[src/tau_pkg.sv]
// Shared widths, limits and vector types for the SIMD issue front end
// Instruction ids cover 0..N_INST so the id width is sized for N_INST+1
// Selection levels run from 0 to VDIM and must fit in level_t
`default_nettype none

package tau_pkg;

	// ======================================
	// Sizes and limits
	// ======================================
	// Number of A and B dimensions
	localparam int VDIM = 2;
	// Offset and grid step width
	localparam int WORK_BW = 16;
	// Instruction store depth
	localparam int N_INST = 16;
	// Warps issued per program counter
	localparam int MAX_WARP = 4;
	// Issued but not yet committed instructions allowed
	localparam int MAX_PENDING_INST = 4;

	// Derived widths
	localparam int INST_BW = $clog2(N_INST + 1);
	localparam int WARP_BW = $clog2(MAX_WARP);
	localparam int LEVEL_BW = $clog2(VDIM + 1);
	localparam int PEND_BW = $clog2(MAX_PENDING_INST + 1);

	// ======================================
	// Vector types
	// ======================================
	// Offset or grid step
	typedef logic [WORK_BW-1:0] work_t;
	// Instruction id or program counter
	typedef logic [INST_BW-1:0] inst_id_t;
	// Warp number within one pc
	typedef logic [WARP_BW-1:0] warp_id_t;
	// Trailing-match level, 0..VDIM
	typedef logic [LEVEL_BW-1:0] level_t;
	// Pending instruction count, 0..MAX_PENDING_INST
	typedef logic [PEND_BW-1:0] pend_cnt_t;

endpackage

`default_nettype wire

[src/inst_semaphore.sv]
// Up/down counter of issued but uncommitted instructions
// The caller must not increment while o_full is high
`default_nettype none

module inst_semaphore (
	input  logic i_clk,
	input  logic i_rst_n,
	input  logic i_inc,
	input  logic i_dec,
	output logic o_full,
	output logic o_empty
);

	tau_pkg::pend_cnt_t cnt;

	assign o_full  = cnt == tau_pkg::pend_cnt_t'(tau_pkg::MAX_PENDING_INST);
	assign o_empty = cnt == '0;

	always_ff @(posedge i_clk) begin
		if (!i_rst_n) begin
			cnt <= '0;
		end else begin
			// Simultaneous inc and dec leave the count unchanged
			case ({i_inc, i_dec})
				2'b10: cnt <= cnt + tau_pkg::pend_cnt_t'(1);
				2'b01: cnt <= cnt - tau_pkg::pend_cnt_t'(1);
				default: cnt <= cnt;
			endcase
		end
	end

endmodule

`default_nettype wire

[src/offset_stage.sv]
// Walks a VDIM-dimensional A range in row-major order with unit stride
// The last dimension runs fastest
// Each dimension range must be non-empty and stay stable while i_src_rdy is high
// The source is acked together with the ack of the final position
`default_nettype none

module offset_stage (
	input  logic            i_clk,
	input  logic            i_rst_n,
	input  logic            i_src_rdy,
	output logic            o_src_ack,
	input  tau_pkg::work_t  i_ofs_beg [tau_pkg::VDIM],
	input  tau_pkg::work_t  i_ofs_end [tau_pkg::VDIM],
	output logic            o_dst_rdy,
	input  logic            i_dst_ack,
	output tau_pkg::work_t  o_ofs [tau_pkg::VDIM],
	output tau_pkg::level_t o_beg_level,
	output tau_pkg::level_t o_end_level,
	output logic            o_islast
);

	typedef enum logic {
		S_IDLE,
		S_RUN
	} state_t;

	state_t         state;
	// Current position and its successor
	tau_pkg::work_t ofs      [tau_pkg::VDIM];
	tau_pkg::work_t ofs_nxt  [tau_pkg::VDIM];
	// Inclusive upper bound per dimension
	tau_pkg::work_t ofs_last [tau_pkg::VDIM];
	logic           beg_run;
	logic           end_run;
	logic           carry;

	// ======================================
	// Combinational
	// ======================================
	always_comb begin
		for (int d = 0; d < tau_pkg::VDIM; d++) begin
			ofs_last[d] = i_ofs_end[d] - tau_pkg::work_t'(1);
		end
	end

	// Trailing-match levels, counted from the fastest dimension
	always_comb begin
		o_beg_level = '0;
		o_end_level = '0;
		beg_run = 1'b1;
		end_run = 1'b1;
		for (int d = tau_pkg::VDIM - 1; d >= 0; d--) begin
			beg_run = beg_run && (ofs[d] == i_ofs_beg[d]);
			end_run = end_run && (ofs[d] == ofs_last[d]);
			if (beg_run)
				o_beg_level = o_beg_level + tau_pkg::level_t'(1);
			if (end_run)
				o_end_level = o_end_level + tau_pkg::level_t'(1);
		end
	end

	// Increment with carry into the slower dimensions
	always_comb begin
		carry = 1'b1;
		for (int d = tau_pkg::VDIM - 1; d >= 0; d--) begin
			ofs_nxt[d] = ofs[d];
			if (carry) begin
				if (ofs[d] == ofs_last[d]) begin
					ofs_nxt[d] = i_ofs_beg[d];
				end else begin
					ofs_nxt[d] = ofs[d] + tau_pkg::work_t'(1);
					carry = 1'b0;
				end
			end
		end
	end

	// Final position when every dimension sits at its last value
	assign o_islast  = o_end_level == tau_pkg::level_t'(tau_pkg::VDIM);
	assign o_dst_rdy = state == S_RUN;
	assign o_src_ack = o_dst_rdy && i_dst_ack && o_islast;
	assign o_ofs     = ofs;

	// ======================================
	// Sequential
	// ======================================
	always_ff @(posedge i_clk) begin
		if (!i_rst_n) begin
			state <= S_IDLE;
		end else begin
			case (state)
				S_IDLE: if (i_src_rdy) state <= S_RUN;
				S_RUN:  if (o_src_ack) state <= S_IDLE;
				default: state <= S_IDLE;
			endcase
		end
	end

	// Position counter, loaded at job start and stepped per ack
	always_ff @(posedge i_clk) begin
		if (state == S_IDLE && i_src_rdy) begin
			ofs <= i_ofs_beg;
		end else if (o_dst_rdy && i_dst_ack) begin
			ofs <= ofs_nxt;
		end
	end

endmodule

`default_nettype wire

[src/rdyack_broadcast.sv]
// Forks one rdy/ack source to two destinations
// Source fields must stay stable until o_src_ack
// Each destination sees exactly one transfer per source transfer
`default_nettype none

module rdyack_broadcast (
	input  logic       i_clk,
	input  logic       i_rst_n,
	input  logic       i_src_rdy,
	output logic       o_src_ack,
	output logic [1:0] o_dst_rdys,
	input  logic [1:0] i_dst_acks
);

	// Destinations that already took the current source item
	logic [1:0] done;
	// Done flags including the acks of this cycle
	logic [1:0] done_now;

	// ======================================
	// Combinational
	// ======================================
	// Offer the item only to destinations still waiting for it
	assign o_dst_rdys = {2{i_src_rdy}} & ~done;

	// Count a destination as done once its transfer happens
	assign done_now = done | (o_dst_rdys & i_dst_acks);

	// Release the source when both sides have taken the item
	assign o_src_ack = i_src_rdy && (&done_now);

	// ======================================
	// Sequential
	// ======================================
	always_ff @(posedge i_clk) begin
		if (!i_rst_n) begin
			done <= '0;
		end else if (o_src_ack) begin
			// Next source item starts with a clean slate
			done <= '0;
		end else begin
			done <= done_now;
		end
	end

endmodule

`default_nettype wire

[src/simd_driver.sv]
// Instruction-issue front end of one SIMD tile
// All job fields must stay stable from i_abofs_rdy until o_abofs_ack
// Every A dimension range must be non-empty
// i_inst_commit_dval pulses once per issued instruction, never ahead of it
`default_nettype none

module simd_driver (
	input  logic              i_clk,
	input  logic              i_rst_n,
	// Job channel
	input  logic              i_abofs_rdy,
	output logic              o_abofs_ack,
	input  tau_pkg::work_t    i_bofs         [tau_pkg::VDIM],
	input  tau_pkg::work_t    i_aofs_beg     [tau_pkg::VDIM],
	input  tau_pkg::work_t    i_aofs_end     [tau_pkg::VDIM],
	input  tau_pkg::work_t    i_bgrid_step   [tau_pkg::VDIM],
	input  tau_pkg::inst_id_t i_inst_id_begs [tau_pkg::VDIM+1],
	input  tau_pkg::inst_id_t i_inst_id_ends [tau_pkg::VDIM+1],
	// Issue channel
	output logic              o_inst_rdy,
	input  logic              i_inst_ack,
	output tau_pkg::inst_id_t o_pc,
	output tau_pkg::warp_id_t o_warpid,
	output tau_pkg::work_t    o_bofs         [tau_pkg::VDIM],
	output tau_pkg::work_t    o_aofs         [tau_pkg::VDIM],
	// Commit strobe
	input  logic              i_inst_commit_dval
);

	// Job fork, bit 0 to the offset stage and bit 1 to the last-issued check
	logic              brd_src_rdy;
	logic              brd_src_ack;
	logic [1:0]        brd_dst_rdys;
	logic              s0_src_ack;
	logic              wait_last_ack;
	// Set once the fork completed and the job waits for commits
	logic              brd_fin;
	// Offset stage to warp stage
	logic              s0_dst_rdy;
	logic              s0_dst_ack;
	tau_pkg::work_t    s01_aofs [tau_pkg::VDIM];
	tau_pkg::level_t   s01_beg_level;
	tau_pkg::level_t   s01_end_level;
	tau_pkg::inst_id_t s01_id_beg;
	tau_pkg::inst_id_t s01_id_end;
	logic              s01_islast;
	logic              s01_bypass;
	logic              s01_skip;
	// Warp stage control
	logic              s1_src_rdy;
	logic              s1_src_ack;
	logic              s1_dst_rdy;
	logic              s1_islast;
	logic              inst_xfer;
	logic              inst_full;
	logic              inst_empty;

	// ======================================
	// Job completion
	// ======================================
	// Fork runs once per job, then the job waits for an empty semaphore
	assign brd_src_rdy = i_abofs_rdy && !brd_fin;
	assign o_abofs_ack = i_abofs_rdy && brd_fin && inst_empty;

	always_ff @(posedge i_clk) begin
		if (!i_rst_n) begin
			brd_fin <= 1'b0;
		end else if (o_abofs_ack) begin
			brd_fin <= 1'b0;
		end else if (brd_src_ack) begin
			brd_fin <= 1'b1;
		end
	end

	// Last item issued, or the final position dropped as empty
	assign wait_last_ack = brd_dst_rdys[1] &&
		((s01_islast && s01_skip) || (s1_islast && inst_xfer));

	// ======================================
	// Slice selection and skip gate
	// ======================================
	assign s01_id_beg = i_inst_id_begs[s01_beg_level];
	assign s01_id_end = i_inst_id_ends[s01_end_level];
	assign s01_bypass = s01_id_beg == s01_id_end;
	// Empty slices are acked here and never reach the warp stage
	// An empty final position waits until the warp stage has drained
	assign s01_skip   = s0_dst_rdy && s01_bypass && !(s01_islast && s1_dst_rdy);
	assign s1_src_rdy = s0_dst_rdy && !s01_bypass;
	assign s0_dst_ack = s01_bypass ? s01_skip : s1_src_ack;

	// ======================================
	// Stall gate
	// ======================================
	// Hold issue while the pending limit is reached
	assign o_inst_rdy = s1_dst_rdy && !inst_full;
	assign inst_xfer  = o_inst_rdy && i_inst_ack;

	// ======================================
	// Submodules
	// ======================================
	rdyack_broadcast u_brd (
		.i_clk      (i_clk),
		.i_rst_n    (i_rst_n),
		.i_src_rdy  (brd_src_rdy),
		.o_src_ack  (brd_src_ack),
		.o_dst_rdys (brd_dst_rdys),
		.i_dst_acks ({wait_last_ack, s0_src_ack})
	);

	offset_stage u_s0_ofs (
		.i_clk       (i_clk),
		.i_rst_n     (i_rst_n),
		.i_src_rdy   (brd_dst_rdys[0]),
		.o_src_ack   (s0_src_ack),
		.i_ofs_beg   (i_aofs_beg),
		.i_ofs_end   (i_aofs_end),
		.o_dst_rdy   (s0_dst_rdy),
		.i_dst_ack   (s0_dst_ack),
		.o_ofs       (s01_aofs),
		.o_beg_level (s01_beg_level),
		.o_end_level (s01_end_level),
		.o_islast    (s01_islast)
	);

	warp_index_stage u_s1_idx (
		.i_clk        (i_clk),
		.i_rst_n      (i_rst_n),
		.i_src_rdy    (s1_src_rdy),
		.o_src_ack    (s1_src_ack),
		.i_bofs       (i_bofs),
		.i_aofs       (s01_aofs),
		.i_islast     (s01_islast),
		.i_id_beg     (s01_id_beg),
		.i_id_end     (s01_id_end),
		.i_bgrid_step (i_bgrid_step),
		.o_dst_rdy    (s1_dst_rdy),
		.i_dst_ack    (inst_xfer),
		.o_pc         (o_pc),
		.o_warpid     (o_warpid),
		.o_bofs       (o_bofs),
		.o_aofs       (o_aofs),
		.o_islast     (s1_islast)
	);

	inst_semaphore u_sem_inst (
		.i_clk   (i_clk),
		.i_rst_n (i_rst_n),
		.i_inc   (inst_xfer),
		.i_dec   (i_inst_commit_dval),
		.o_full  (inst_full),
		.o_empty (inst_empty)
	);

endmodule

`default_nettype wire

[src/warp_index_stage.sv]
// Expands one A position into pc x warp issue items
// Items run pc id_beg..id_end-1 outer and warp 0..MAX_WARP-1 inner
// i_bofs and i_bgrid_step are read live and must stay stable for the whole job
// id_beg must differ from id_end, empty slices are filtered upstream
`default_nettype none

module warp_index_stage (
	input  logic              i_clk,
	input  logic              i_rst_n,
	input  logic              i_src_rdy,
	output logic              o_src_ack,
	input  tau_pkg::work_t    i_bofs       [tau_pkg::VDIM],
	input  tau_pkg::work_t    i_aofs       [tau_pkg::VDIM],
	input  logic              i_islast,
	input  tau_pkg::inst_id_t i_id_beg,
	input  tau_pkg::inst_id_t i_id_end,
	input  tau_pkg::work_t    i_bgrid_step [tau_pkg::VDIM],
	output logic              o_dst_rdy,
	input  logic              i_dst_ack,
	output tau_pkg::inst_id_t o_pc,
	output tau_pkg::warp_id_t o_warpid,
	output tau_pkg::work_t    o_bofs       [tau_pkg::VDIM],
	output tau_pkg::work_t    o_aofs       [tau_pkg::VDIM],
	output logic              o_islast
);

	typedef enum logic {
		S_IDLE,
		S_ISSUE
	} state_t;

	state_t            state;
	// Registered position
	tau_pkg::work_t    aofs_r   [tau_pkg::VDIM];
	logic              islast_r;
	tau_pkg::inst_id_t id_end_r;
	// Item counters
	tau_pkg::inst_id_t pc;
	tau_pkg::inst_id_t pc_nxt;
	tau_pkg::warp_id_t warp;
	// B offset of the current warp, base plus warp x step
	tau_pkg::work_t    bofs_acc [tau_pkg::VDIM];
	logic              last_pc;
	logic              last_warp;
	logic              item_last;
	logic              xfer;

	// ======================================
	// Combinational
	// ======================================
	assign pc_nxt    = pc + tau_pkg::inst_id_t'(1);
	assign last_pc   = pc_nxt == id_end_r;
	assign last_warp = warp == tau_pkg::warp_id_t'(tau_pkg::MAX_WARP - 1);
	assign item_last = last_pc && last_warp;

	assign o_dst_rdy = state == S_ISSUE;
	assign xfer      = o_dst_rdy && i_dst_ack;

	// Take a new position when idle or as the final item leaves
	assign o_src_ack = i_src_rdy && (state == S_IDLE || (xfer && item_last));

	assign o_pc     = pc;
	assign o_warpid = warp;
	assign o_bofs   = bofs_acc;
	assign o_aofs   = aofs_r;
	// Job-level last item only on the final item of the final position
	assign o_islast = islast_r && item_last;

	// ======================================
	// Sequential
	// ======================================
	always_ff @(posedge i_clk) begin
		if (!i_rst_n) begin
			state <= S_IDLE;
		end else if (o_src_ack) begin
			state <= S_ISSUE;
		end else if (xfer && item_last) begin
			state <= S_IDLE;
		end
	end

	// Position load and pc/warp stepping
	always_ff @(posedge i_clk) begin
		if (o_src_ack) begin
			aofs_r   <= i_aofs;
			islast_r <= i_islast;
			id_end_r <= i_id_end;
			pc       <= i_id_beg;
			warp     <= '0;
			bofs_acc <= i_bofs;
		end else if (xfer) begin
			if (last_warp) begin
				// Next pc restarts from warp 0 at the base offset
				pc       <= pc_nxt;
				warp     <= '0;
				bofs_acc <= i_bofs;
			end else begin
				warp <= warp + tau_pkg::warp_id_t'(1);
				// One grid step per warp, no multiplier
				for (int d = 0; d < tau_pkg::VDIM; d++) begin
					bofs_acc[d] <= bofs_acc[d] + i_bgrid_step[d];
				end
			end
		end
	end

endmodule

`default_nettype wire
[config.mk]
export PLATFORM = sky130hd
export DESIGN_NAME = simd_driver
export DESIGN_NICKNAME = d
export VERILOG_FILES = /design/src/tau_pkg.sv /design/src/inst_semaphore.sv /design/src/offset_stage.sv /design/src/rdyack_broadcast.sv /design/src/simd_driver.sv /design/src/warp_index_stage.sv
export SDC_FILE = /design/constraint.sdc
export NUM_CORES = 1
export LEC_CHECK = 0
export BUFFER_PORTS_ARGS = -buffer_cell sky130_fd_sc_hd__buf_2
export CAP_MARGIN = 10
export CORE_ASPECT_RATIO = 1.2
export CORE_MARGIN = 3
export CORE_UTILIZATION = 50
export CTS_BUF_LIST = sky130_fd_sc_hd__clkbuf_2 sky130_fd_sc_hd__clkbuf_4 sky130_fd_sc_hd__clkbuf_8
export CTS_CLUSTER_SIZE = 28
export DETAILED_ROUTE_END_ITERATION = 16
export GPL_TIMING_DRIVEN = 0
export PLACE_DENSITY = 0.76
export SLEW_MARGIN = 0
export SYNTH_ARGS = -nofsm -noshare
export SYNTH_HDL_FRONTEND = slang
export SYNTH_HIERARCHICAL = 1
export SYNTH_SLANG_ARGS = --single-unit
[constraint.sdc]
create_clock -name i_clk -period 9.27 [get_ports i_clk]
set_clock_uncertainty 0.2 [all_clocks]
set_input_delay 0.4635 -clock i_clk [delete_from_list [all_inputs] [get_ports i_clk]]
set_output_delay 0.4635 -clock i_clk [all_outputs]
set_load 0.05 [all_outputs]
Word-level counts from Yosys, hierarchy flattened
Index checks and enable logic that the tools add are counted.

Register bits: 117. Memory bits (read-only): 0. Output and inout port bits: 73. Memory bits (writable): 0. Memories kept: 0. Bits in latches: 0.

$lt $le $gt $ge: 2. Add/subtract/negate cells: 12. Muxes and demuxes: 30. Reductions and logical operators: 41. Eq/ne operators: 11. Shift operators: 0. Bitwise gates (word level): 9. Div/mod/pow operators: 0. Multipliers: 0.

Operator list (count): $mux 32 (5); $eq 16x16->1 (4); $mux 16 (3); $mux 5 (7); $add 16x1->16 const B (2); $add 16x16->16 (2); $sub 16x1->16 const B (2); $logic_and 1x1->1 (23); $bmux 5 s2 (2); $reduce_bool 2->1 (6); $eq 5x5->1 (2); $mux 1 (8); $eq 2x2->1 const B (3); $ge 3x3->1 const B (2); $mux 2 (3); $not 2->3 (2); $pmux 3 s2 (1); $reduce_and 2->1 (3); $add 5x1->5 const B (1); $add 1x1->2 const B (2); $and 2x2->2 (2); $logic_not 1->1 (4); $reduce_or 2->1 (2); $add 3x1->3 const B (1); 10 further kinds (13).

Depth between registers and ports, before layout
Gate-level depths: netlist (run 1).

Depth in word-level cells: 21. Mapped depth: 29. Mapped depth without buffers: 26.

By module
Netlist (run 1), hierarchy kept.

By module, submodules not included: warp_index_stage (area each 4578.1 µm², instances 1, cells an instance 410, sequential area each 2312.2 µm²); offset_stage (area each 3555.9 µm², instances 1, cells an instance 380, sequential area each 980.9 µm²); simd_driver (area each 391.6 µm², instances 1, cells an instance 49, sequential area each 20.0 µm²); inst_semaphore (area each 176.4 µm², instances 1, cells an instance 20, sequential area each 60.1 µm²); rdyack_broadcast (area each 97.6 µm², instances 1, cells an instance 12, sequential area each 40.0 µm²).

Least setup slack after synthesis (run 1)
No wires, ideal clock.

Path type: in2reg. From: input port i_aofs_end[4] (netlist name). To: register u_s0_ofs.ofs (netlist bit u_s0_ofs/o_ofs[16]), enable pin. Data arrival time: 6.130 ns. Data required time: 8.659 ns. Stages: 23. Buffers on the path: 4. Slack: 2.529 ns. Library setup time: 0.411 ns. Cells stage by stage: buf_2 > or4_4 > or4_4 > xnor2_2 > nand2_1 > nor4_1 > nor4b_2 > buf_4 > buf_6 > mux2i_1 > o2bb2ai_1 > xnor2_1 > nand3_1 > nor3_2 > nor2b_1 > and2_1 > nand4_1 > nand4b_1 > nand2_1 > buf_2 > mux2_4 > nand2_1 > o21ai_0.

RTL lines: start: declaration (line simd_driver.sv:15) `input tau_pkg::work_t i_aofs_end [tau_pkg::VDIM],`; $sub 16x1->16 (*) (line offset_stage.sv:42) `ofs_last[d] = i_ofs_end[d] - tau_pkg::work_t'(1);`; $eq 16x16->1 (*) (line offset_stage.sv:54) `end_run = end_run && (ofs[d] == ofs_last[d]);`; $mux 1 (line offset_stage.sv:57) `if (end_run)`; $add 1x1->2 (line offset_stage.sv:58) `o_end_level = o_end_level + tau_pkg::level_t'(1);`; $mux 2 (*) (line offset_stage.sv:57); $eq 2x2->1 (*) (line offset_stage.sv:79) `assign o_islast = o_end_level == tau_pkg::level_t'(tau_pkg::VDIM);`; named net s01_islast (line simd_driver.sv:46) `logic s01_islast;`; $logic_and 1x1->1 (*) (line simd_driver.sv:87) `assign s01_skip = s0_dst_rdy && s01_bypass && !(s01_islast && s1_dst_rdy);`; $logic_not 1->1 (*) (line simd_driver.sv:87); $logic_and 1x1->1 (*) (line simd_driver.sv:87); $mux 1 (*) (line simd_driver.sv:89) `assign s0_dst_ack = s01_bypass ? s01_skip : s1_src_ack;`; named net s0_dst_ack (line simd_driver.sv:40) `logic s0_dst_ack;`; $logic_and 1x1->1 (*) (line offset_stage.sv:103) `end else if (o_dst_rdy && i_dst_ack) begin`; $reduce_bool 2->1 (no line) (*); $reduce_and 2->1 (no line) (*); end signal: assignment (line offset_stage.sv:102) `ofs <= i_ofs_beg;`; end signal: assignment (line offset_stage.sv:104) `ofs <= ofs_nxt;`; end: declaration (line offset_stage.sv:29) `tau_pkg::work_t ofs [tau_pkg::VDIM];`.

The timed path passes the listed nets; every way through them passes the cells marked *. The select of a mux whose other input is x is not followed. A chain may end at the register's enable or synchronous reset.

Worst setup path after layout (run 1)
From: register u_s0_ofs.ofs (netlist bit u_s0_ofs/o_ofs[7]). To: register u_s0_ofs.ofs (netlist bit u_s0_ofs/o_ofs[25]), enable pin.

Longest elaborated chain between the ends: 16.

Ends and longest elaborated chain: $eq 16x16->1 (*) (line offset_stage.sv:54); $mux 1 (line offset_stage.sv:57); $add 1x1->2 (line offset_stage.sv:58); $mux 2 (*) (line offset_stage.sv:57); named net s01_end_level[0] (line simd_driver.sv:43) `tau_pkg::level_t s01_end_level;`; $not 2->3 (implied by the code) (*) (line simd_driver.sv:83) `assign s01_id_end = i_inst_id_ends[s01_end_level];`; $bmux 5 s2 (*) (line simd_driver.sv:83); $mux 5 (implied by the code) (*) (2 in series) (line simd_driver.sv:83); named net s01_id_end[4] (line simd_driver.sv:45) `tau_pkg::inst_id_t s01_id_end;`; [3 not listed]; named net s1_src_rdy (line simd_driver.sv:50) `logic s1_src_rdy;`; $logic_and 1x1->1 (*) (line warp_index_stage.sv:60) `assign o_src_ack = i_src_rdy && (state == S_IDLE || (xfer && item_last));`; named net s1_src_ack (line simd_driver.sv:51) `logic s1_src_ack;`; $mux 1 (*) (line simd_driver.sv:89); named net s0_dst_ack (line simd_driver.sv:40); $logic_and 1x1->1 (*) (line offset_stage.sv:103); $reduce_bool 2->1 (no line) (*); $reduce_and 2->1 (no line) (*).

Marked as above.

==> impl_metrics.json, run 1 <==
{
  "powerDensity_mw_per_mm2": 165,
  "grt.overflow.total": 0,
  "synth_area_mm2": 0.00880,
  "synth_cell_types": 88,
  "synth_fa_ha_area_frac": 0.0594,
  "synth_top_family_by_area": "simple AND/OR/NAND/NOR gates",
  "syn-num-nets": 1074,
  "cts_max_level": 4,
  "drtIter0Drc": 521,
  "numCtsBuffers": 17,
  "yosysMostFrequentCell": "edfxtp_1",
  "fp.dieW_um": 127,
  "core_area_mm2": 0.0170,
  "grt_max_degree": 49,
  "grt_pass1_vias": 7292,
  "clk_path_buf_depth": 2,
  "syn_area_per_cell_um2": 10.1,
  "cts_resized": 0,
  "ys.flop_type": "edfxtp_1",
  "netlist.area_leader.share": 0.365,
  "max_clock_freq_mhz": 137,
  "cts_setup_buffers": 0,
  "dr_total_vias": 7651,
  "synth_xor_area_frac": 0.134,
  "endpoint_kind": "register",
  "final.fill_count": 1494,
  "ys_ff_latch": 117,
  "gr-usage-all-layers": 0.234,
  "synthCells": 871,
  "fin_util": 0.623,
  "start_util": 0.516,
  "path_class": "reg -> reg",
  "hpwlAfterDp_um": 18200,
  "finalCritPeriodShare": 0.789,
  "final_antenna_net_count": 0,
  "peakVddDrop_mv": 0.118,
  "synth-edff-count": 107,
  "rsz0062_at_grt": "no",
  "synth_commonest_cells": "107 x edfxtp_1, 82 x nand2_1, 75 x xnor2_1, 52 x xor2_1, 49 x nor2_1",
  "multi_input_area_mm2": 0.00512,
  "worst_pin_slew_ns": 1.10,
  "yosys.area.top_type": "edfxtp_1",
  "relSlewSlack": 0.268,
  "cap_viol_max_count": 0,
  "finalHoldViolCount": 0,
  "rows": 52,
  "nets": 1326,
  "tns_ns": 0,
  "numPortBuffers": 233,
  "holdCritPathClass": "in -> reg",
  "required_ns": 9.12,
  "io_pins": 236,
  "drt-total-wl_um": 23300,
  "grt_pass1_wl_um": 35700,
  "async_reset_ff_frac": 0,
  "p_leak_nw": 4.26,
  "wire_per_inst_um": 17.2,
  "drive_gt1_frac": 0.305,
  "clock_latency_ns": 0.43,
  "place_worst_setup_slack_ns": 1.60,
  "die_h_um": 151,
  "synthSimpleGateAreaFrac": 0.177,
  "cts_hold_buffers": 0,
  "synth_compound_area_frac": 0.146,
  "path_clk_slew_ns": 0.08,
  "via_per_inst": 5.65,
  "muxShareOfSynthArea": 0.0655,
  "period_minus_slack_ns": 7.31,
  "path_max_fanout": 48,
  "slew_violations": 0,
  "seq_area_frac_synth": 0.388,
  "power_mw": 1.75,
  "clock-sinks": 117,
  "place.gp.congestion": 0.946,
  "drcViolationCount": 0,
  "antenna_found_initial": 2,
  "outcome": "finished clean",
  "areaGrowthSynthToFinish_pct": 20.7,
  "regArea_mm2": 0.00341,
  "cts_tree": "built",
  "dieArea_mm2": 0.0192,
  "yosysWarnings": 6,
  "firstDrtPassIters": 5,
  "cts-root-buf": "clkbuf_8",
  "fin_hold_ws_ns": 0.100,
  "worst_slack_ns": 1.96,
  "setup_violations": 0,
  "crit_arrival_ns": 7.17,
  "cp-start-kind": "register",
  "synthTopCellsByArea": "edfxtp_1 37%, xnor2_1 7.5%, ha_1 5.3%"
}
through the flow:
| step | cell area (um^2) | std cells |
|---|---|---|
| floorplan | 8800 | 871 |
| global placement | 10200 | 1320 |
| global route | 10600 | 1353 |
| CTS | 10600 | 1352 |
| finish | 10600 | 1353 |
| detailed placement | 10200 | 1320 |
power breakdown:
part / switching, mW / leakage (nW) / internal, mW / total, mW
logic: 0.378 / 2.99 / 0.230 / 0.608
registers: 0.0354 / 1.09 / 0.649 / 0.685
clock network: 0.239 / 0.180 / 0.217 / 0.456
total: 0.652 / 4.26 / 1.10 / 1.75
registers in the layout (all words and copies together) (netlist names):
name and count:
u_s0_ofs/o_ofs 32, u_s1_idx/o_aofs 32, u_s1_idx/o_bofs 32, u_s1_idx/id_end_r 5, u_s1_idx/o_pc 5, u_sem_inst/cnt 3
u_brd/done 2, u_s1_idx/o_warpid 2, brd_fin 1, u_s0_ofs/o_dst_rdy 1, u_s1_idx/islast_r 1, u_s1_idx/o_dst_rdy 1
layout make-up:
class | instances | share of cell area
plain buffers | 37 | 0.0185
clock buffers | 17 | 0.0220
flip-flops and latches | 117 | 0.321
repair buffers | 233 | 0.110
diodes | 1 | 0.000236
clock inverters | 15 | 0.0137
inverters | 21 | 0.00742
well taps | 216 | 0.0254
multi-input cells | 696 | 0.482
cell usage in the layout (no fill, tap or decap), types with 8 or more instances in the layout:
| cell | n |
|---|---|
| nor4_1 | 12 |
| clkbuf_8 | 18 |
| mux2_2 | 23 |
| o31ai_1 | 8 |
| o21ai_0 | 42 |
| dfxtp_1 | 10 |
| and3_1 | 15 |
| mux2_4 | 11 |
| mux2i_1 | 13 |
| a31oi_1 | 8 |
| clkbuf_1 | 22 |
| nand3_1 | 28 |
| ha_1 | 37 |
| nor2_1 | 49 |
| a211oi_1 | 9 |
| buf_2 | 241 |
| inv_1 | 21 |
| a21oi_1 | 30 |
| xnor2_1 | 75 |
| nand2_1 | 81 |
| xor2_1 | 52 |
| nand4_1 | 19 |
| edfxtp_1 | 107 |
| nor3_1 | 19 |
| and2_1 | 10 |
| o21ai_1 | 19 |
| nor2b_1 | 13 |
critical path, cell delays in order (launching register included):
cell,delay (ns)
edfxtp_1,0.35
clkbuf_1,0.31
xor2_1,0.18
o31a_1,0.14
a2111oi_0,0.49
nand4_1,0.27
nor4_1,0.55
nand2b_1,0.20
nor2b_1,0.46
nor2b_2,0.39
nand2_1,0.09
o21ai_1,0.21
xor2_1,0.22
nor3_2,0.09
nor2b_1,0.19
and2_1,0.16
nand4_1,0.08
nand4b_1,0.22
nand2_1,0.14
buf_2,0.85
mux2_4,0.31
nand2_1,0.10
o21ai_2,0.72
worst paths after layout:
kind	cells past startpoint	slack, ns	from	end
worst min register to register	0	0.25	u_s0_ofs/o_ofs[25]$_DFFE_PP_	u_s1_idx/o_aofs[25]$_DFFE_PP_
worst min-delay path	3	0.1	i_bofs[0]	u_s1_idx/o_bofs[0]$_DFFE_PP_
worst max register to register	22	1.96	u_s0_ofs/o_ofs[7]$_DFFE_PP_	u_s0_ofs/o_ofs[25]$_DFFE_PP_
worst max-delay path	22	1.96	u_s0_ofs/o_ofs[7]$_DFFE_PP_	u_s0_ofs/o_ofs[25]$_DFFE_PP_
metal layers:
metal  global-route usage  vias up  share of wire
li1                     -     3753              -
met1                0.279     3569           0.40
met4               0.0896        2          0.026
met2                0.410      288           0.50
met5                    0        -        0.00051
met3               0.0526       39          0.072
kinds of logic (layout without fill, tap and decap cells):
kind of cell / count (synthesis) / after routing
XOR/XNOR: 130 / 130
flip-flops: 117 / 117
buffers and inverters: 58 / 323
AND/OR/NAND/NOR: 295 / 295
multiplexers: 49 / 49
AO/OA/AOI/OAI: 182 / 182
other: 0 / 1
adder cells (fa/ha/maj): 40 / 40
(Power assumes the default switching activity.)
==> inputs of run 2 (changes only) <==
--- a/config.mk
+++ b/config.mk
@@ -5,6 +5,7 @@
 export SDC_FILE = /design/constraint.sdc
 export NUM_CORES = 1
 export LEC_CHECK = 0
+export ABC_AREA = 1
 export BUFFER_PORTS_ARGS = -buffer_cell sky130_fd_sc_hd__buf_2
 export CAP_MARGIN = 10
 export CORE_ASPECT_RATIO = 1.2
==> constraint.sdc (replaced) <==
create_clock -name i_clk -period 7.6 [get_ports i_clk]
set_clock_uncertainty 0.2 [all_clocks]
set_input_delay 0.38 -clock i_clk [delete_from_list [all_inputs] [get_ports i_clk]]
set_output_delay 0.38 -clock i_clk [all_outputs]
set_load 0.05 [all_outputs]
==> run 2 against run 1 <==
Maximum frequency rose by 36%. Via count rose by 23%. Global-route usage rose by 2.2 points. Cell area rose by 8.8%. Register-to-register slack improved by 0.27 ns. Wire length rose by 16%. Count of clock-buffer cells in the layout rose by 1. Critical endpoint is now u_s0_ofs/o_ofs[17]$_DFFE_PP_. Largest cell class unchanged. Highest routed layer unchanged.
==> impl_metrics.json, run 2 <==
{
  "tns_ns": 0,
  "core_area_mm2": 0.0185,
  "outcome": "finished clean",
  "syn-num-nets": 1509,
  "r2r_start": "u_s0_ofs/o_ofs[6]$_DFFE_PP_",
  "cts_hold_buffers": 6,
  "stdcell_count": 1834,
  "finalCritPeriodShare": 0.707,
  "required_ns": 7.46,
  "final.fill_count": 1768,
  "endpoint_kind": "register",
  "r2r_cells": 22,
  "path_cells": "clkbuf_1 > xor2_1 > nor4_1 > nand3_1 > a21oi_1 > inv_2 > nand2_1 > nand2_1 > nand2_1 > nand2_1 > nand2_1 > nand2_1 > nand3_2 > nor2_4 > nor2_1 > buf_4 > nand2_4 > inv_4 > o21ai_0 > nand2_1 > nand2_1 > o21ai_2",
  "final_cell_mix": "384 x nand2_1, 241 x buf_2, 151 x inv_1, 139 x nand3_1, 116 x nor2_1",
  "drtIter0Drc": 664,
  "async_reset_ff_frac": 0,
  "cp-start-kind": "register",
  "powerDensity_mw_per_mm2": 190,
  "grt_pass1_vias": 9014,
  "power_mw": 2.20,
  "syn_area_per_cell_um2": 7.33,
  "netlist.area_leader.share": 0.336,
  "peakVddDrop_mv": 0.113,
  "clock-sinks": 117,
  "path_class": "reg -> reg",
  "synth_area_mm2": 0.00957,
  "numCtsBuffers": 17,
  "wire_per_inst_um": 14.7,
  "finalHoldViolCount": 0,
  "dr_total_vias": 9386,
  "synth_commonest_cells": "384 x nand2_1, 151 x inv_1, 139 x nand3_1, 116 x nor2_1, 107 x edfxtp_1",
  "yosys.area.top_type": "edfxtp_1",
  "start_util": 0.517,
  "drt-total-wl_um": 27000,
  "numPortBuffers": 235,
  "drcViolationCount": 0,
  "gr-usage-all-layers": 0.256,
  "cpMostUsedCell": "nand2_1",
  "io_pins": 236,
  "period_minus_slack_ns": 5.38,
  "synthTopCellsByArea": "edfxtp_1 34%, nand2_1 15%, nand3_1 7.3%",
  "antenna_found_initial": 3,
  "rows": 54,
  "seq_area_frac_synth": 0.357,
  "rsz0062_at_grt": "no",
  "crit_arrival_ns": 5.23,
  "relSlewSlack": 0.341,
  "hp-start": "i_bofs[18]",
  "drive_gt1_frac": 0.240,
  "grt_max_degree": 42,
  "max_clock_freq_mhz": 186,
  "worst_pin_slew_ns": 0.989,
  "yosysWarnings": 6,
  "slew_violations": 0,
  "hpwlAfterDp_um": 21500,
  "cap_viol_max_count": 0,
  "setup_violations": 0,
  "holdCritPathClass": "in -> reg",
  "place.gp.congestion": 0.930,
  "path_clk_slew_ns": 0.08,
  "clock_latency_ns": 0.44,
  "grt_pass1_wl_um": 43100,
  "fp.dieW_um": 132,
  "via_per_inst": 5.12,
  "synth_cell_types": 49,
  "areaGrowthSynthToFinish_pct": 20.8,
  "cts_setup_buffers": 0,
  "synth-edff-count": 107,
  "cts-root-buf": "clkbuf_8",
  "cpMaxStageDelayCell": "o21ai_2",
  "holdPathStages": 3,
  "die_h_um": 158,
  "r2r_slack_ns": 2.22,
  "ys.flop_type": "edfxtp_1",
  "dp.cells": 1794,
  "path_max_fanout": 41,
  "yosysMostFrequentCell": "nand2_1",
  "final_antenna_net_count": 0,
  "mostFrequentLayoutCell": "nand2_1",
  "nets": 1770,
  "hold_path_end": "u_s1_idx/o_bofs[18]$_DFFE_PP_",
  "cts_resized": 0,
  "p_leak_nw": 5.76,
  "critPathMaxStageDelay_ns": 0.81,
  "ys_ff_latch": 117,
  "r2r_end": "u_s0_ofs/o_ofs[17]$_DFFE_PP_",
  "cts_tree": "built",
  "cts_max_level": 4,
  "firstDrtPassIters": 5,
  "grt.overflow.total": 0,
  "dieArea_mm2": 0.0208,
  "clk_path_buf_depth": 2,
  "synthCells": 1306
}
-- run 2: area by class of cell --
cell class                 count  area (um^2)  share of cell area
antenna                        2         5.00            0.000433
clock inverter                14          161              0.0140
sequential                   117         3410               0.295
multi-input combinational    996         5380               0.466
timing repair buffer         242         1260               0.109
buffer                        28          155              0.0134
tap                          252          315              0.0273
clock buffer                  18          241              0.0209
inverter                     165          622              0.0538
-- run 2: routing by layer --
metal	track usage	wire, um
met4	0.0767	420
met3	0.0467	1860
met1	0.316	11300
met2	0.459	13400
met5	0	7
-- run 2: logic make-up after synthesis --
family / share of synthesized area
muxes: 0.00105
AOI/OAI and AO/OA: 0.0605
DFF: 0.357
adders and majority gates: 0.0547
xor gates and xnor gates: 0.0875
buffers and inverters: 0.0812
and+or+nand+nor: 0.358
-- run 2: power by group --
group	leakage, nW	switching [mW]	total (mW)	internal (mW)
logic	4.48	0.499	0.759	0.260
clock network	0.185	0.281	0.605	0.324
registers	1.10	0.0444	0.836	0.791
total	5.76	0.824	2.20	1.38
-- run 2: worst max-delay path by stage --
stage               cells after the start                   startpoint                           end  slack, ns
finish                                 22  u_s0_ofs/o_ofs[6]$_DFFE_PP_  u_s0_ofs/o_ofs[17]$_DFFE_PP_       2.22
global route                           22  u_s0_ofs/o_ofs[6]$_DFFE_PP_  u_s0_ofs/o_ofs[17]$_DFFE_PP_       1.81
CTS                                    22  u_s0_ofs/o_ofs[6]$_DFFE_PP_  u_s0_ofs/o_ofs[17]$_DFFE_PP_       2.35
detailed placement                     28                i_aofs_end[0]  u_s0_ofs/o_ofs[19]$_DFFE_PP_       2.12
global placement                       28                i_aofs_end[0]  u_s0_ofs/o_ofs[19]$_DFFE_PP_       1.04
floorplan                              29                i_aofs_end[0]  u_s0_ofs/o_ofs[16]$_DFFE_PP_       2.46
-- run 2: stage by stage --
stage / hold slack, ns / instance area (um^2) / util / worst slack (ns)
6_report: 0.0257 / 11600 / 0.624 / 2.22
5_1_grt: 0.00104 / 11600 / 0.624 / 1.81
3_5_place_dp: 0.227 / 11100 / 0.599 / 2.12
4_1_cts: 0.0000361 / 11600 / 0.624 / 2.35
2_1_floorplan: 0.221 / 9570 / - / 2.46
3_3_place_gp: 0.232 / 11100 / 0.597 / 1.04
-- run 2: critical path, delay by kind of cell, from the launching register on --
kind | cells | cell delay [ns]
AOI/OAI and AO/OA | 3 | 1.52
xor gates and xnor gates | 1 | 0.20
buffers and inverters | 4 | 1.09
DFF | 1 | 0.44
and+or+nand+nor | 14 | 1.53
==> inputs of run 3 (changes only) <==
--- a/config.mk
+++ b/config.mk
@@ -15,7 +15,7 @@
 export CTS_CLUSTER_SIZE = 28
 export DETAILED_ROUTE_END_ITERATION = 16
 export GPL_TIMING_DRIVEN = 0
-export PLACE_DENSITY = 0.76
+export PLACE_DENSITY = 0.79
 export SLEW_MARGIN = 0
 export SYNTH_ARGS = -nofsm -noshare
 export SYNTH_HDL_FRONTEND = slang
==> constraint.sdc (replaced) <==
create_clock -name i_clk -period 4.4 [get_ports i_clk]
set_clock_uncertainty 0.2 [all_clocks]
set_input_delay 0.22 -clock i_clk [delete_from_list [all_inputs] [get_ports i_clk]]
set_output_delay 0.22 -clock i_clk [all_outputs]
set_load 0.05 [all_outputs]
==> run 3 against run 2 <==
Wire length increased by 9.7%. Register-to-register slack worse by 2.0 ns. Sequential cell count unchanged. Worst hold slack better by 0.015 ns. Critical path type unchanged. Critical endpoint is now u_s0_ofs/o_ofs[4]$_DFFE_PP_.
==> impl_metrics.json, run 3 (synthesized netlist as in run 2, its figures left out) <==
{
  "rows": 54,
  "critPathMaxStageDelay_ns": 0.42,
  "endpoint_kind": "register",
  "die_h_um": 158,
  "period_minus_slack_ns": 4.20,
  "via_per_inst": 5.22,
  "drt-total-wl_um": 29700,
  "grt.overflow.total": 0,
  "clk_path_buf_depth": 2,
  "outcome": "finished clean",
  "wire_per_inst_um": 15.4,
  "switching_power_mw": 1.45,
  "swShare": 0.375,
  "path_max_fanout": 21,
  "powerDensity_mw_per_mm2": 307,
  "gr-usage-all-layers": 0.277,
  "core_area_mm2": 0.0185,
  "required_ns": 4.40,
  "crit_arrival_ns": 4.20,
  "final_cell_mix": "382 x nand2_1, 240 x buf_2, 148 x inv_1, 135 x nand3_1, 110 x nor2_1",
  "final_antenna_net_count": 0,
  "cts_max_level": 4,
  "setup_violations": 0,
  "mostFrequentLayoutCell": "nand2_1",
  "io_pins": 236,
  "r2r_end": "u_s0_ofs/o_ofs[4]$_DFFE_PP_",
  "drive_gt1_frac": 0.257,
  "numPortBuffers": 235,
  "antenna_found_initial": 1,
  "finalHoldViolCount": 0,
  "r2r_slack_ns": 0.20,
  "p_clk_frac": 0.256,
  "start_util": 0.517,
  "p_leak_nw": 6.20,
  "holdCritPathClass": "in -> reg",
  "numCtsBuffers": 17,
  "clock-sinks": 117,
  "grt_pass1_wl_um": 46300,
  "cpMaxStageDelayCell": "edfxtp_1",
  "grt_max_degree": 24,
  "path_class": "reg -> reg",
  "finalCritPeriodShare": 0.954,
  "r2r_cells": 30,
  "seqPwrFrac": 0.375,
  "power_mw": 3.86,
  "firstDrtPassIters": 5,
  "clock_latency_ns": 0.44,
  "cpMostUsedCell": "nand2_1",
  "cap_viol_max_count": 0,
  "dieArea_mm2": 0.0208,
  "r2r_start": "u_s0_ofs/o_ofs[22]$_DFFE_PP_",
  "cp-start-kind": "register",
  "worst_pin_slew_ns": 0.631,
  "rsz0062_at_grt": "yes",
  "fp.dieW_um": 132,
  "nets": 1857,
  "peakVddDrop_mv": 0.167,
  "p_comb_frac": 0.369,
  "endpoint": "u_s0_ofs/o_ofs[4]$_DFFE_PP_",
  "fin_util": 0.679,
  "cts_tree": "built",
  "place.gp.congestion": 0.917,
  "areaGrowthSynthToFinish_pct": 31.4,
  "path_clk_slew_ns": 0.08,
  "drcViolationCount": 0,
  "slew_violations": 0,
  "relSlewSlack": 0.579,
  "grt_pass1_vias": 9612,
  "hpwlAfterDp_um": 21600,
  "max_clock_freq_mhz": 238,
  "startpoint": "u_s0_ofs/o_ofs[22]$_DFFE_PP_",
  "p_int_mw": 2.41,
  "drtIter0Drc": 832,
  "dr_total_vias": 10000,
  "cts-root-buf": "clkbuf_8"
}
## run 3: changes by cell type in the layout (fill, tap and decap cells not counted), moves of 4 or more
cell           before  now
nand3_2             8   12
clkbuf_4            1    6
clkbuf_1           11    5
nor2_1            116  110
buf_4               3   23
nor2_2             12   16
nand3_1           139  135
dlygate4sd3_1       6   73
## run 3: routing by layer
| layer | share of wire | vias up | GRT usage |
|---|---|---|---|
| met5 | 0 | - | 0 |
| met4 | 0.027 | 0 | 0.100 |
| met3 | 0.085 | 58 | 0.0569 |
| met2 | 0.50 | 507 | 0.500 |
| met1 | 0.39 | 4542 | 0.327 |
| li1 | - | 4910 | - |
## run 3: metrics by stage
step / instance area, um^2 / setup TNS, ns / hold WS [ns] / std cells / setup slack [ns]
global route: 12600 / -0.645 / 0.0381 / 1920 / -0.0713
finish: 12600 / 0 / 0.0412 / 1920 / 0.201
CTS: 12300 / 0 / 0.00192 / 1904 / 0.0472
floorplan: 9570 / 0 / 0.141 / 1306 / 0.130
global placement: 11100 / -60.34 / 0.232 / 1793 / -1.07
detailed placement: 11100 / -53.18 / 0.234 / 1794 / -1.18
## run 3: area by class of cell
cell class                 count  area [um^2]
antenna                        1         2.50
buffer                        23          144
clock buffer                  22          272
clock inverter                10          110
fill                        1569         5940
inverter                     165          649
multi-input combinational    996         5500
sequential                   117         3410
tap                          252          315
timing repair buffer         333         2150
timing repair inverter         1         8.76
## run 3: repair_timing
item,4_1_cts,5_1_grt
endpoints found under the setup margin,70,96
buffers inserted,7,17
pin swaps,2,8
hold endpoints to repair,76,0
resized for setup,12,31
gates cloned,1,0
hold buffers,73,0
## run 3: worst min-delay path by stage
stage / from / end / cells past startpoint / slack (ns)
after CTS: i_inst_id_ends[8] / u_s1_idx/id_end_r[3]$_DFFE_PP_ / 5 / 0.002
final: i_inst_id_ends[8] / u_s1_idx/id_end_r[3]$_DFFE_PP_ / 5 / 0.04
after global placement: u_s0_ofs/o_ofs[5]$_DFFE_PP_ / u_s1_idx/o_aofs[5]$_DFFE_PP_ / 0 / 0.23
after floorplan: i_rst_n / u_sem_inst/cnt[2]$_SDFFE_PN0P_ / 2 / 0.14
after detailed placement: u_s0_ofs/o_ofs[26]$_DFFE_PP_ / u_s1_idx/o_aofs[26]$_DFFE_PP_ / 0 / 0.23
after global routing: i_inst_id_ends[8] / u_s1_idx/id_end_r[3]$_DFFE_PP_ / 5 / 0.04
## run 3: worst max-delay path: cells and delay by family (launching register included)
family	cells	cell delay (ns)
simple gates	17	1.76
buf+inv	10	1.22
flops	1	0.42
xor+xnor	1	0.17
compound gates	2	0.17
## run 3: power by group through the flow
stage	Combinational [mW]	Sequential, mW	Clock [mW]
floorplan	0.740	1.66	0
global placement	1.27	1.46	0
detailed placement	1.30	1.47	0
CTS	1.37	1.44	1.01
global route	1.56	1.46	1.06
finish	1.42	1.45	0.989
